`src/logic/ffcp_pkg.sv`:
```
package ffcp_pkg;

	// Packet type code, first byte of the FFCP header
	typedef logic [7:0] ffcp_type_t;

	// Sequence index, last byte of the FFCP header
	typedef logic [7:0] ffcp_index_t;

	// Type codes
	localparam ffcp_type_t FFCP_TYPE_SYN = 8'd1;
	localparam ffcp_type_t FFCP_TYPE_MSG = 8'd2;
	localparam ffcp_type_t FFCP_TYPE_ACK = 8'd3;

	// Header bytes ahead of the payload
	localparam int FFCP_HEADER_LEN = 2;

	// Cycles from rd_en to rd_valid on the packet buffer
	localparam int PACKET_BUFFER_READ_LATENCY = 2;

endpackage

```
`src/logic/eth_pkg.sv`:
```
package eth_pkg;

	// One octet of received frame data
	typedef logic [7:0] byte_t;

	// Ethertype field as delivered by the frame receiver
	typedef logic [15:0] ethertype_t;

	// Frames carrying this ethertype are FFCP traffic
	localparam ethertype_t ETHERTYPE_FFCP = 16'h1a1a;

endpackage
```
`src/logic/ffcp_rx_top.sv`:
```
`timescale 1ns/1ps

module ffcp_rx_top #(
	parameter int FGP_LEN = 16,
	parameter int SLOT_COUNT = 16
) (
	input logic clk,
	input logic eth_rx_downstream_rst,
	input logic ethertype_valid,
	input eth_pkg::ethertype_t ethertype,
	input logic byte_valid,
	input eth_pkg::byte_t byte_data,
	input logic frame_done,
	output logic commit_valid,
	output ffcp_pkg::ffcp_index_t commit_index,
	output logic commit_syn,
	output logic [$clog2(FGP_LEN):0] commit_len,
	output logic ack_valid,
	output ffcp_pkg::ffcp_index_t ack_index,
	input logic rd_en,
	input logic [$clog2(SLOT_COUNT*FGP_LEN)-1:0] rd_addr,
	output logic rd_valid,
	output eth_pkg::byte_t rd_data
);
	import eth_pkg::*;
	import ffcp_pkg::*;

	localparam int ADDR_W = $clog2(SLOT_COUNT * FGP_LEN);

	// Filter to parser
	logic ffcp_valid;
	logic ffcp_done;
	byte_t ffcp_byte;

	// Parser to writer
	logic meta_valid;
	ffcp_type_t meta_type;
	ffcp_index_t meta_index;
	logic payload_valid;
	byte_t payload_byte;
	logic frame_end;

	// Writer to buffer
	logic wr_en;
	logic [ADDR_W-1:0] wr_addr;
	byte_t wr_data;

	ethertype_filter u_filter (
		.clk(clk),
		.eth_rx_downstream_rst(eth_rx_downstream_rst),
		.ethertype_valid(ethertype_valid),
		.ethertype(ethertype),
		.byte_valid(byte_valid),
		.byte_data(byte_data),
		.frame_done(frame_done),
		.ffcp_valid(ffcp_valid),
		.ffcp_byte(ffcp_byte),
		.ffcp_done(ffcp_done)
	);

	ffcp_header_parser u_parser (
		.clk(clk),
		.eth_rx_downstream_rst(eth_rx_downstream_rst),
		.ffcp_valid(ffcp_valid),
		.ffcp_byte(ffcp_byte),
		.ffcp_done(ffcp_done),
		.meta_valid(meta_valid),
		.meta_type(meta_type),
		.meta_index(meta_index),
		.payload_valid(payload_valid),
		.payload_byte(payload_byte),
		.frame_end(frame_end)
	);

	fragment_writer #(
		.FGP_LEN(FGP_LEN),
		.SLOT_COUNT(SLOT_COUNT)
	) u_writer (
		.clk(clk),
		.eth_rx_downstream_rst(eth_rx_downstream_rst),
		.meta_valid(meta_valid),
		.meta_type(meta_type),
		.meta_index(meta_index),
		.payload_valid(payload_valid),
		.payload_byte(payload_byte),
		.frame_end(frame_end),
		.wr_en(wr_en),
		.wr_addr(wr_addr),
		.wr_data(wr_data),
		.commit_valid(commit_valid),
		.commit_index(commit_index),
		.commit_syn(commit_syn),
		.commit_len(commit_len),
		.ack_valid(ack_valid),
		.ack_index(ack_index)
	);

	packet_buffer_ram #(
		.FGP_LEN(FGP_LEN),
		.SLOT_COUNT(SLOT_COUNT)
	) u_buffer (
		.clk(clk),
		.eth_rx_downstream_rst(eth_rx_downstream_rst),
		.wr_en(wr_en),
		.wr_addr(wr_addr),
		.wr_data(wr_data),
		.rd_en(rd_en),
		.rd_addr(rd_addr),
		.rd_valid(rd_valid),
		.rd_data(rd_data)
	);

endmodule

```
`src/logic/packet_buffer_ram.sv`:
```
`timescale 1ns/1ps

module packet_buffer_ram #(
	parameter int FGP_LEN = 16,
	parameter int SLOT_COUNT = 16
) (
	input logic clk,
	input logic eth_rx_downstream_rst,
	input logic wr_en,
	input logic [$clog2(SLOT_COUNT*FGP_LEN)-1:0] wr_addr,
	input eth_pkg::byte_t wr_data,
	input logic rd_en,
	input logic [$clog2(SLOT_COUNT*FGP_LEN)-1:0] rd_addr,
	output logic rd_valid,
	output eth_pkg::byte_t rd_data
);
	import eth_pkg::*;
	import ffcp_pkg::*;

	localparam int DEPTH = SLOT_COUNT * FGP_LEN;
	localparam int LAT = PACKET_BUFFER_READ_LATENCY;

	byte_t mem [DEPTH];
	byte_t rd_pipe [LAT];
	logic [LAT-1:0] rd_valid_pipe;

	always_ff @(posedge clk) begin
		if (wr_en) begin
			mem[wr_addr] <= wr_data;
		end
	end

	// Array read followed by output registers
	always_ff @(posedge clk) begin
		if (rd_en) begin
			rd_pipe[0] <= mem[rd_addr];
		end
		for (int i = 1; i < LAT; i++) begin
			rd_pipe[i] <= rd_pipe[i-1];
		end
	end

	always_ff @(posedge clk) begin
		if (eth_rx_downstream_rst) begin
			rd_valid_pipe <= '0;
		end else begin
			rd_valid_pipe[0] <= rd_en;
			for (int i = 1; i < LAT; i++) begin
				rd_valid_pipe[i] <= rd_valid_pipe[i-1];
			end
		end
	end

	assign rd_valid = rd_valid_pipe[LAT-1];
	assign rd_data = rd_pipe[LAT-1];

endmodule

```
`src/logic/fragment_writer.sv`:
```
`timescale 1ns/1ps

module fragment_writer #(
	parameter int FGP_LEN = 16,
	parameter int SLOT_COUNT = 16
) (
	input logic clk,
	input logic eth_rx_downstream_rst,
	input logic meta_valid,
	input ffcp_pkg::ffcp_type_t meta_type,
	input ffcp_pkg::ffcp_index_t meta_index,
	input logic payload_valid,
	input eth_pkg::byte_t payload_byte,
	input logic frame_end,
	output logic wr_en,
	output logic [$clog2(SLOT_COUNT*FGP_LEN)-1:0] wr_addr,
	output eth_pkg::byte_t wr_data,
	output logic commit_valid,
	output ffcp_pkg::ffcp_index_t commit_index,
	output logic commit_syn,
	output logic [$clog2(FGP_LEN):0] commit_len,
	output logic ack_valid,
	output ffcp_pkg::ffcp_index_t ack_index
);
	import ffcp_pkg::*;

	localparam int SLOT_W = $clog2(SLOT_COUNT);
	localparam int OFS_W = $clog2(FGP_LEN);
	localparam int LEN_W = OFS_W + 1;

	ffcp_index_t index_buf;
	logic syn_buf;
	logic active;
	logic [LEN_W-1:0] byte_cnt;
	logic is_data;
	logic slot_full;
	logic accept;

	assign is_data = meta_type == FFCP_TYPE_SYN || meta_type == FFCP_TYPE_MSG;
	assign slot_full = byte_cnt == LEN_W'(FGP_LEN);
	// Bytes past the end of the slot are dropped
	assign accept = payload_valid && active && !slot_full;

	// Only SYN and MSG frames store payload
	always_ff @(posedge clk) begin
		if (eth_rx_downstream_rst) begin
			active <= 1'b0;
			byte_cnt <= '0;
		end else if (meta_valid) begin
			active <= is_data;
			byte_cnt <= '0;
		end else if (frame_end) begin
			active <= 1'b0;
			byte_cnt <= '0;
		end else if (accept) begin
			byte_cnt <= byte_cnt + 1'b1;
		end
	end

	always_ff @(posedge clk) begin
		if (meta_valid && is_data) begin
			index_buf <= meta_index;
			syn_buf <= meta_type == FFCP_TYPE_SYN;
		end
	end

	always_ff @(posedge clk) begin
		if (eth_rx_downstream_rst) begin
			wr_en <= 1'b0;
		end else begin
			wr_en <= accept;
		end
	end

	// Low index bits select the slot, the count selects the byte in it
	always_ff @(posedge clk) begin
		wr_addr <= {index_buf[SLOT_W-1:0], byte_cnt[OFS_W-1:0]};
		wr_data <= payload_byte;
	end

	always_ff @(posedge clk) begin
		if (eth_rx_downstream_rst) begin
			commit_valid <= 1'b0;
			ack_valid <= 1'b0;
		end else begin
			commit_valid <= frame_end && active;
			ack_valid <= meta_valid && meta_type == FFCP_TYPE_ACK;
		end
	end

	always_ff @(posedge clk) begin
		if (frame_end) begin
			commit_index <= index_buf;
			commit_syn <= syn_buf;
			commit_len <= byte_cnt;
		end
		if (meta_valid) begin
			ack_index <= meta_index;
		end
	end

endmodule

```
`src/logic/ffcp_header_parser.sv`:
```
`timescale 1ns/1ps

module ffcp_header_parser (
	input logic clk,
	input logic eth_rx_downstream_rst,
	input logic ffcp_valid,
	input eth_pkg::byte_t ffcp_byte,
	input logic ffcp_done,
	output logic meta_valid,
	output ffcp_pkg::ffcp_type_t meta_type,
	output ffcp_pkg::ffcp_index_t meta_index,
	output logic payload_valid,
	output eth_pkg::byte_t payload_byte,
	output logic frame_end
);
	import ffcp_pkg::*;

	localparam int HDR_CNT_W = $clog2(FFCP_HEADER_LEN);

	typedef enum logic [1:0] {
		ST_TYPE,
		ST_INDEX,
		ST_PAYLOAD
	} parser_state_e;

	parser_state_e state;
	logic [HDR_CNT_W-1:0] hdr_cnt;
	ffcp_type_t type_buf;
	logic index_byte;
	logic index_accept;

	// The index is the last header byte
	assign index_byte = hdr_cnt == HDR_CNT_W'(FFCP_HEADER_LEN - 1);
	assign index_accept = ffcp_valid && state == ST_INDEX && index_byte;

	always_ff @(posedge clk) begin
		if (eth_rx_downstream_rst) begin
			state <= ST_TYPE;
			hdr_cnt <= '0;
		end else if (ffcp_done) begin
			state <= ST_TYPE;
			hdr_cnt <= '0;
		end else if (ffcp_valid) begin
			case (state)
				ST_TYPE: begin
					state <= ST_INDEX;
					hdr_cnt <= HDR_CNT_W'(1);
				end
				ST_INDEX: begin
					hdr_cnt <= hdr_cnt + 1'b1;
					if (index_byte) begin
						state <= ST_PAYLOAD;
					end
				end
				default: begin
					state <= ST_PAYLOAD;
				end
			endcase
		end
	end

	always_ff @(posedge clk) begin
		if (ffcp_valid && state == ST_TYPE) begin
			type_buf <= ffcp_byte;
		end
	end

	// Frames cut short inside the header never reach ST_PAYLOAD
	always_ff @(posedge clk) begin
		if (eth_rx_downstream_rst) begin
			meta_valid <= 1'b0;
			payload_valid <= 1'b0;
			frame_end <= 1'b0;
		end else begin
			meta_valid <= index_accept;
			payload_valid <= ffcp_valid && state == ST_PAYLOAD;
			frame_end <= ffcp_done && state == ST_PAYLOAD;
		end
	end

	always_ff @(posedge clk) begin
		if (index_accept) begin
			meta_type <= type_buf;
			meta_index <= ffcp_byte;
		end
		payload_byte <= ffcp_byte;
	end

endmodule

```
`src/logic/ethertype_filter.sv`:
```
`timescale 1ns/1ps

module ethertype_filter (
	input logic clk,
	input logic eth_rx_downstream_rst,
	input logic ethertype_valid,
	input eth_pkg::ethertype_t ethertype,
	input logic byte_valid,
	input eth_pkg::byte_t byte_data,
	input logic frame_done,
	output logic ffcp_valid,
	output eth_pkg::byte_t ffcp_byte,
	output logic ffcp_done
);
	import eth_pkg::*;

	logic ffcp_en;

	// Decided once per frame when the ethertype arrives
	always_ff @(posedge clk) begin
		if (eth_rx_downstream_rst) begin
			ffcp_en <= 1'b0;
		end else if (ethertype_valid) begin
			ffcp_en <= ethertype == ETHERTYPE_FFCP;
		end else if (frame_done) begin
			ffcp_en <= 1'b0;
		end
	end

	always_ff @(posedge clk) begin
		if (eth_rx_downstream_rst) begin
			ffcp_valid <= 1'b0;
			ffcp_done <= 1'b0;
		end else begin
			ffcp_valid <= byte_valid && ffcp_en;
			ffcp_done <= frame_done && ffcp_en;
		end
	end

	always_ff @(posedge clk) begin
		ffcp_byte <= byte_data;
	end

endmodule

```
`config.mk`:
```
export PLATFORM = sky130hd
export DESIGN_NAME = ffcp_rx_top
export DESIGN_NICKNAME = d
export VERILOG_FILES = /design/src/logic/ffcp_pkg.sv /design/src/logic/eth_pkg.sv /design/src/logic/ffcp_rx_top.sv /design/src/logic/packet_buffer_ram.sv /design/src/logic/fragment_writer.sv /design/src/logic/ffcp_header_parser.sv /design/src/logic/ethertype_filter.sv
export SDC_FILE = /design/constraint.sdc
export NUM_CORES = 2
export LEC_CHECK = 0
export BUFFER_PORTS_ARGS = -buffer_cell sky130_fd_sc_hd__buf_2
export CORE_MARGIN = 3
export CORE_UTILIZATION = 55
export CTS_CLUSTER_SIZE = 14
export DETAILED_ROUTE_END_ITERATION = 7
export GPL_TIMING_DRIVEN = 0
export PLACE_DENSITY = 0.81
export REMOVE_ABC_BUFFERS = 1
export SLEW_MARGIN = 10
export SYNTH_ARGS = -nofsm -noshare
export SYNTH_HDL_FRONTEND = slang
export SYNTH_SLANG_ARGS = --single-unit
```
`constraint.sdc`:
```
create_clock -name clk -period 5.2 [get_ports clk]
set_input_delay 1.04 -clock clk [delete_from_list [all_inputs] [get_ports clk]]
set_output_delay 1.04 -clock clk [all_outputs]
set_load 0.02 [all_outputs]
```
* Word level (Yosys, flattened, before mapping)
Memory sizes are Yosys's and may differ from the RTL's.
Cells that the tools add are included.
** Word-level totals
- Register bits :: 107
- Memory bits (writable) :: 2064
- Bits of input ports :: 38
- Output and inout bits :: 33
- Word-level logic and storage cells :: 72
- Memories :: 2
** Operators by class
- $add $sub $neg :: 2
- Equal/unequal tests :: 8
- Muxes and demuxes :: 11
- Reduce and logical (&&, ||, !) cells :: 22
** Memories
- u_buffer.mem :: words 256, width 8, rd ports 1, clocked after memory_dff 0, write ports 1, RTL line packet_buffer_ram.sv:23 : byte_t mem [DEPTH];
- u_buffer.rd_pipe :: words 2, width 8, rd ports 2, clocked after memory_dff 0, write ports 2, RTL line packet_buffer_ram.sv:24 : byte_t rd_pipe [LAT];
** Operators with widths (count)
- $eq 16x13->1 const B :: 1
- $eq 8x2->1 const B :: 2
- $logic_and 1x1->1 :: 12
- $eq 8x1->1 const B :: 1
- $mux 1 :: 8
- $reduce_bool 2->1 :: 3
- $add 5x1->5 const B :: 1
- $eq 5x5->1 const B :: 1
- $pmux 2 s2 :: 1
- $reduce_and 2->1 :: 2
- $reduce_or 3->1 :: 1
- $eq 2x1->1 const B :: 1
- $eq 2x2->1 const B :: 1
- $logic_not 2->1 :: 1
- $mux 2 :: 1
- $ne 2x1->1 const B :: 1
- $pmux 1 s2 :: 1
- $reduce_or 2->1 :: 1
- $add 1x1->1 const B :: 1
- $logic_not 1->1 :: 1
- $logic_or 1x1->1 :: 1

* Depth between registers and ports, before layout
- Depth in word-level cells :: 3
- Mapped depth :: 11
- Depth with buffers taken out :: 6

* Modules after synthesis
Synthesis repeated with hierarchy kept, for this count alone.
** Unflattened totals
- Cells, all modules :: 3958
- Area, all modules :: 83314.9 µm²
** Modules (own cells, without submodules)
- packet_buffer_ram :: times used 1, cells an instance 3787, area each 80195.7 µm², seq. area each 61939.4 µm²
- fragment_writer :: times used 1, cells an instance 99, area each 1684.1 µm², seq. area each 1431.4 µm²
- ffcp_header_parser :: times used 1, cells an instance 51, area each 1116.1 µm², seq. area each 1001.0 µm²
- ethertype_filter :: times used 1, cells an instance 21, area each 319.1 µm², seq. area each 220.2 µm²

* Least setup slack after synthesis
OpenSTA, ideal clock, no wires.
- Path type :: flip-flop to flip-flop
- Start point :: reg u_writer.wr_data[0]
- End point :: mem u_buffer.mem[0][0] (netlist name), data pin
- Setup time :: 852 ps
- Arrival :: 3382 ps
- Setup slack :: 966 ps
- Stages on the path, launching flop included :: 1
- Path buffers :: 0
- Period minus slack after synthesis :: 4234 ps
- Cells stage by stage :: dfxtp_1
** RTL lines
- start, declared :: RTL line fragment_writer.sv:17 : output eth_pkg::byte_t wr_data,
- start signal, assigned :: RTL line fragment_writer.sv:78 : wr_data <= payload_byte;
- end, declared :: RTL line packet_buffer_ram.sv:23
No word-level cell before the write port.

==> results.py <==
metrics = {
    "placement": {
        "hpwl_um": 116300,
        "place.gp.congestion": 0.8670,
        "io_buffers": 70,
        "dp.cells": 5847,
        "pre_cts_ws_ns": -1.035,
    },
    "grt": {
        "grt_pass1_vias": 42110,
        "antenna_found_initial": 10,
        "grt_overflow": 0,
        "grt_max_degree": 106,
        "grt_use_total": 0.2606,
        "grt_pass1_wl_um": 295700,
    },
    "synth": {
        "ys_seq_area_frac": 0.7786,
        "ys_async_sr_fraction": 0,
        "syn-cell-area_mm2": 0.08295,
        "synthFlopType": "edfxtp_1",
        "syn_area_per_cell_um2": 20.96,
        "synth_edf_count": 2111,
        "synth_cells": 3957,
        "synth_cell_types": 55,
        "yosysWarnings": 0,
        "ys_ff_latch": 2171,
    },
    "route": {
        "first_iter_violations": 6259,
        "wirelength_um": 205100,
        "wire_per_inst_um": 32.96,
        "vias": 42540,
        "vias_per_cell": 6.836,
        "drc": 0,
        "dr.pass1.iters": 8,
        "ant_nets": 0,
    },
    "timing": {
        "slew_viol_final": 0,
        "setup_ws_ns": 0.3332,
        "fin_setup_tns_ns": 0,
        "post-route-period-util": 0.9359,
        "setup_violations": 0,
        "finalHoldViolations": 0,
        "relSlewSlack": 0.08768,
        "rsz0062_at_grt": "false",
        "fin_crit_ns": 4.867,
        "finalClockSkew_ns": 0.03745,
        "worst_pin_slew_ns": 1.368,
        "fmax_ghz": 0.2055,
    },
    "cells_and_area": {
        "final_nets": 4084,
        "final_cells": 6222,
        "finish.utilization": 0.6201,
        "area_delta_synth_final_pct": 11.18,
        "drive_gt1_frac": 0.2129,
    },
    "power_and_ir_drop": {
        "leakage_nw": 28.46,
        "vdd_drop_max_uv": 320.6,
        "p_per_area_mw_per_mm2": 378.2,
    },
    "floorplanning": {
        "pin_count": 71,
        "die_area_mm2": 0.1555,
        "dieHeight_um": 394.4,
        "die_x_um": 394.4,
        "core-area_mm2": 0.1487,
        "rows": 141,
        "start_util": 0.5578,
    },
    "worst_setup_path": {
        "cp-start-kind": "input port",
        "worstPathArrival_ns": 5.40,
        "required_ns": 5.74,
        "crit_path_max_fanout": 75,
        "path_class": "input port to register",
        "crit_path_end_kind": "register",
    },
    "clocking": {
        "clock_latency_ns": 0.83,
        "cts_tree": "yes",
        "postCtsSetupBuffers": 0,
        "clock-sinks": 2171,
        "clockRootBuffer": "clkbuf_16",
        "cts_buffers": 196,
        "htreeDepth": 4,
        "path_clk_slew_ns": 0.06,
        "hold_buffers": 0,
        "cts_buffer_depth": 3,
    },
    "outcome": {
        "status": "finished clean",
    },
    "job": {
        "cap_violations": 0,
    },
    "min_path": {
        "hp-class": "input port to register",
    },
}
[worst max-delay path: stages]
cell,delay (ns)
buf_8,0.39
buf_16,0.42
buf_16,0.45
buf_16,0.45
buf_16,0.34
mux2i_1,0.33
o221ai_1,0.29
o21ai_0,0.28
a211oi_1,0.10
nor4_2,0.97
nor4_2,0.05
[kinds of logic (layout without fill, tap and decap cells)]
kind of cell / after synthesis / count (layout) / share of synthesized area
buf+inv: 247 / 503 / 0.01822
mux: 580 / 580 / 0.1371
compound gates: 416 / 416 / 0.03501
xor+xnor: 5 / 5 / 0.0005279
other cells: 0 / 7 / 0
simple gates: 536 / 536 / 0.03018
fa+ha+maj: 2 / 2 / 0.0003016
flops: 2171 / 2171 / 0.7786
[cells in the mapped netlist (7+ instances only)]
cell	n	area share
nand3_1	36	0.0022
nand2b_1	7	0.00053
a22oi_1	176	0.016
buf_2	41	0.0025
buf_1	11	0.00050
nor2_1	304	0.014
clkbuf_1	114	0.0052
nor4_2	12	0.0018
nor3_1	17	0.0010
buf_4	32	0.0029
o211ai_1	10	0.00090
nor2b_1	35	0.0026
nand2_1	57	0.0026
mux4_2	445	0.12
o21ai_0	13	0.00078
a211oi_1	24	0.0022
o22ai_1	10	0.00075
nand4_1	12	0.00090
a21oi_1	102	0.0062
mux2i_1	134	0.016
dfxtp_1	60	0.014
o221ai_1	44	0.0046
buf_6	36	0.0049
nor4_1	15	0.0011
edfxtp_1	2111	0.76
[layout by cell type, fill, tap and decap left out, drive strengths merged, types with 4 or more instances in the layout]
| cell type | instances |
|---|---|
| a211oi | 24 |
| a2111oi | 4 |
| nand4 | 12 |
| mux4 | 445 |
| nor4 | 27 |
| buf | 132 |
| dfxtp | 60 |
| bufinv | 12 |
| a311oi | 6 |
| edfxtp | 2111 |
| or2 | 12 |
| nand2 | 57 |
| nand3 | 36 |
| diode | 7 |
| a21boi | 6 |
| o22ai | 10 |
| inv | 9 |
| a31oi | 5 |
| mux2i | 134 |
| a22oi | 176 |
| a311o | 4 |
| o22a | 6 |
| nor2b | 35 |
| clkbuf | 278 |
| o221ai | 44 |
| and3 | 4 |
| xor2 | 4 |
| and3b | 4 |
| and2 | 5 |
| nor3 | 17 |
| clkinv | 70 |
| nor4bb | 4 |
| nor2 | 304 |
| o21ai | 15 |
| o211ai | 10 |
| nand2b | 7 |
| a21oi | 102 |
[routing by layer]
layer  wire length [um]  track usage  vias up
met4              11040       0.1277       12
met3              24110      0.06866      680
li1                   -            -    16630
met2              99900       0.4145     3400
met1              69840       0.3369    21810
met5                202     0.004926        -
[metrics by stage]
stage	hold slack, ns	cell area (um2)	power [mW]
floorplan	0.3096	81450	20.36
global placement	0.3117	84310	21.54
global route	0.3019	92210	35.58
detailed placement	0.3133	85930	21.07
CTS	0.2647	92130	34.89
finish	0.3153	92230	34.88
[worst paths after layout]
check / cells past startpoint / slack [ns] / startpoint / end
worst max register to register: 5 / 1.53 / u_writer.wr_addr[1] / u_buffer.mem[14][1]
worst min-delay path: 1 / 0.32 / byte_data[7] / u_filter.ffcp_byte[7]
worst min register to register: 0 / 0.33 / u_parser.payload_byte[1] / u_writer.wr_data[1]
worst max-delay path: 11 / 0.33 / rd_addr[0] / u_buffer.rd_pipe[0][1]
[what timing repair did]
| action | 4_1_cts | 5_1_grt |
|---|---|---|
| gates cloned | 0 | 1 |
| resized for setup | 3 | 7 |
| setup endpoints to repair | 3 | 8 |
[power by group]
| group | total, mW | leakage, nW | switching [mW] | internal, mW |
|---|---|---|---|---|
| sequential | 19.3 | 19.5 | 0.0752 | 19.2 |
| combinational | 1.50 | 5.97 | 0.945 | 0.554 |
| clock | 14.1 | 3.02 | 6.27 | 7.85 |
[layout make-up]
cell class,instances,area [um2]
Tap cell,2002,2505
Clock buffer,277,5415
Antenna cell,7,17.52
Fill cell,9301,56490
Sequential cell,2171,64620
Clock inverter,90,773.2
Timing Repair Buffer,133,1849
Inverter,3,11.26
Multi-Input combinational cell,1539,17030
[registers in the layout, indices dropped and copies added (netlist names), 8 cells and up]
| name | count |
|---|---|
| u_writer.wr_data | 8 |
| u_writer.ack_index | 8 |
| u_buffer.mem | 2048 |
| u_parser.meta_index | 8 |
| u_parser.meta_type | 8 |
| u_writer.wr_addr | 8 |
| u_writer.commit_index | 8 |
| u_filter.ffcp_byte | 8 |
| u_buffer.rd_pipe | 16 |
| u_parser.type_buf | 8 |
| u_writer.index_buf | 8 |
| u_parser.payload_byte | 8 |
(Power assumes the default switching activity.)
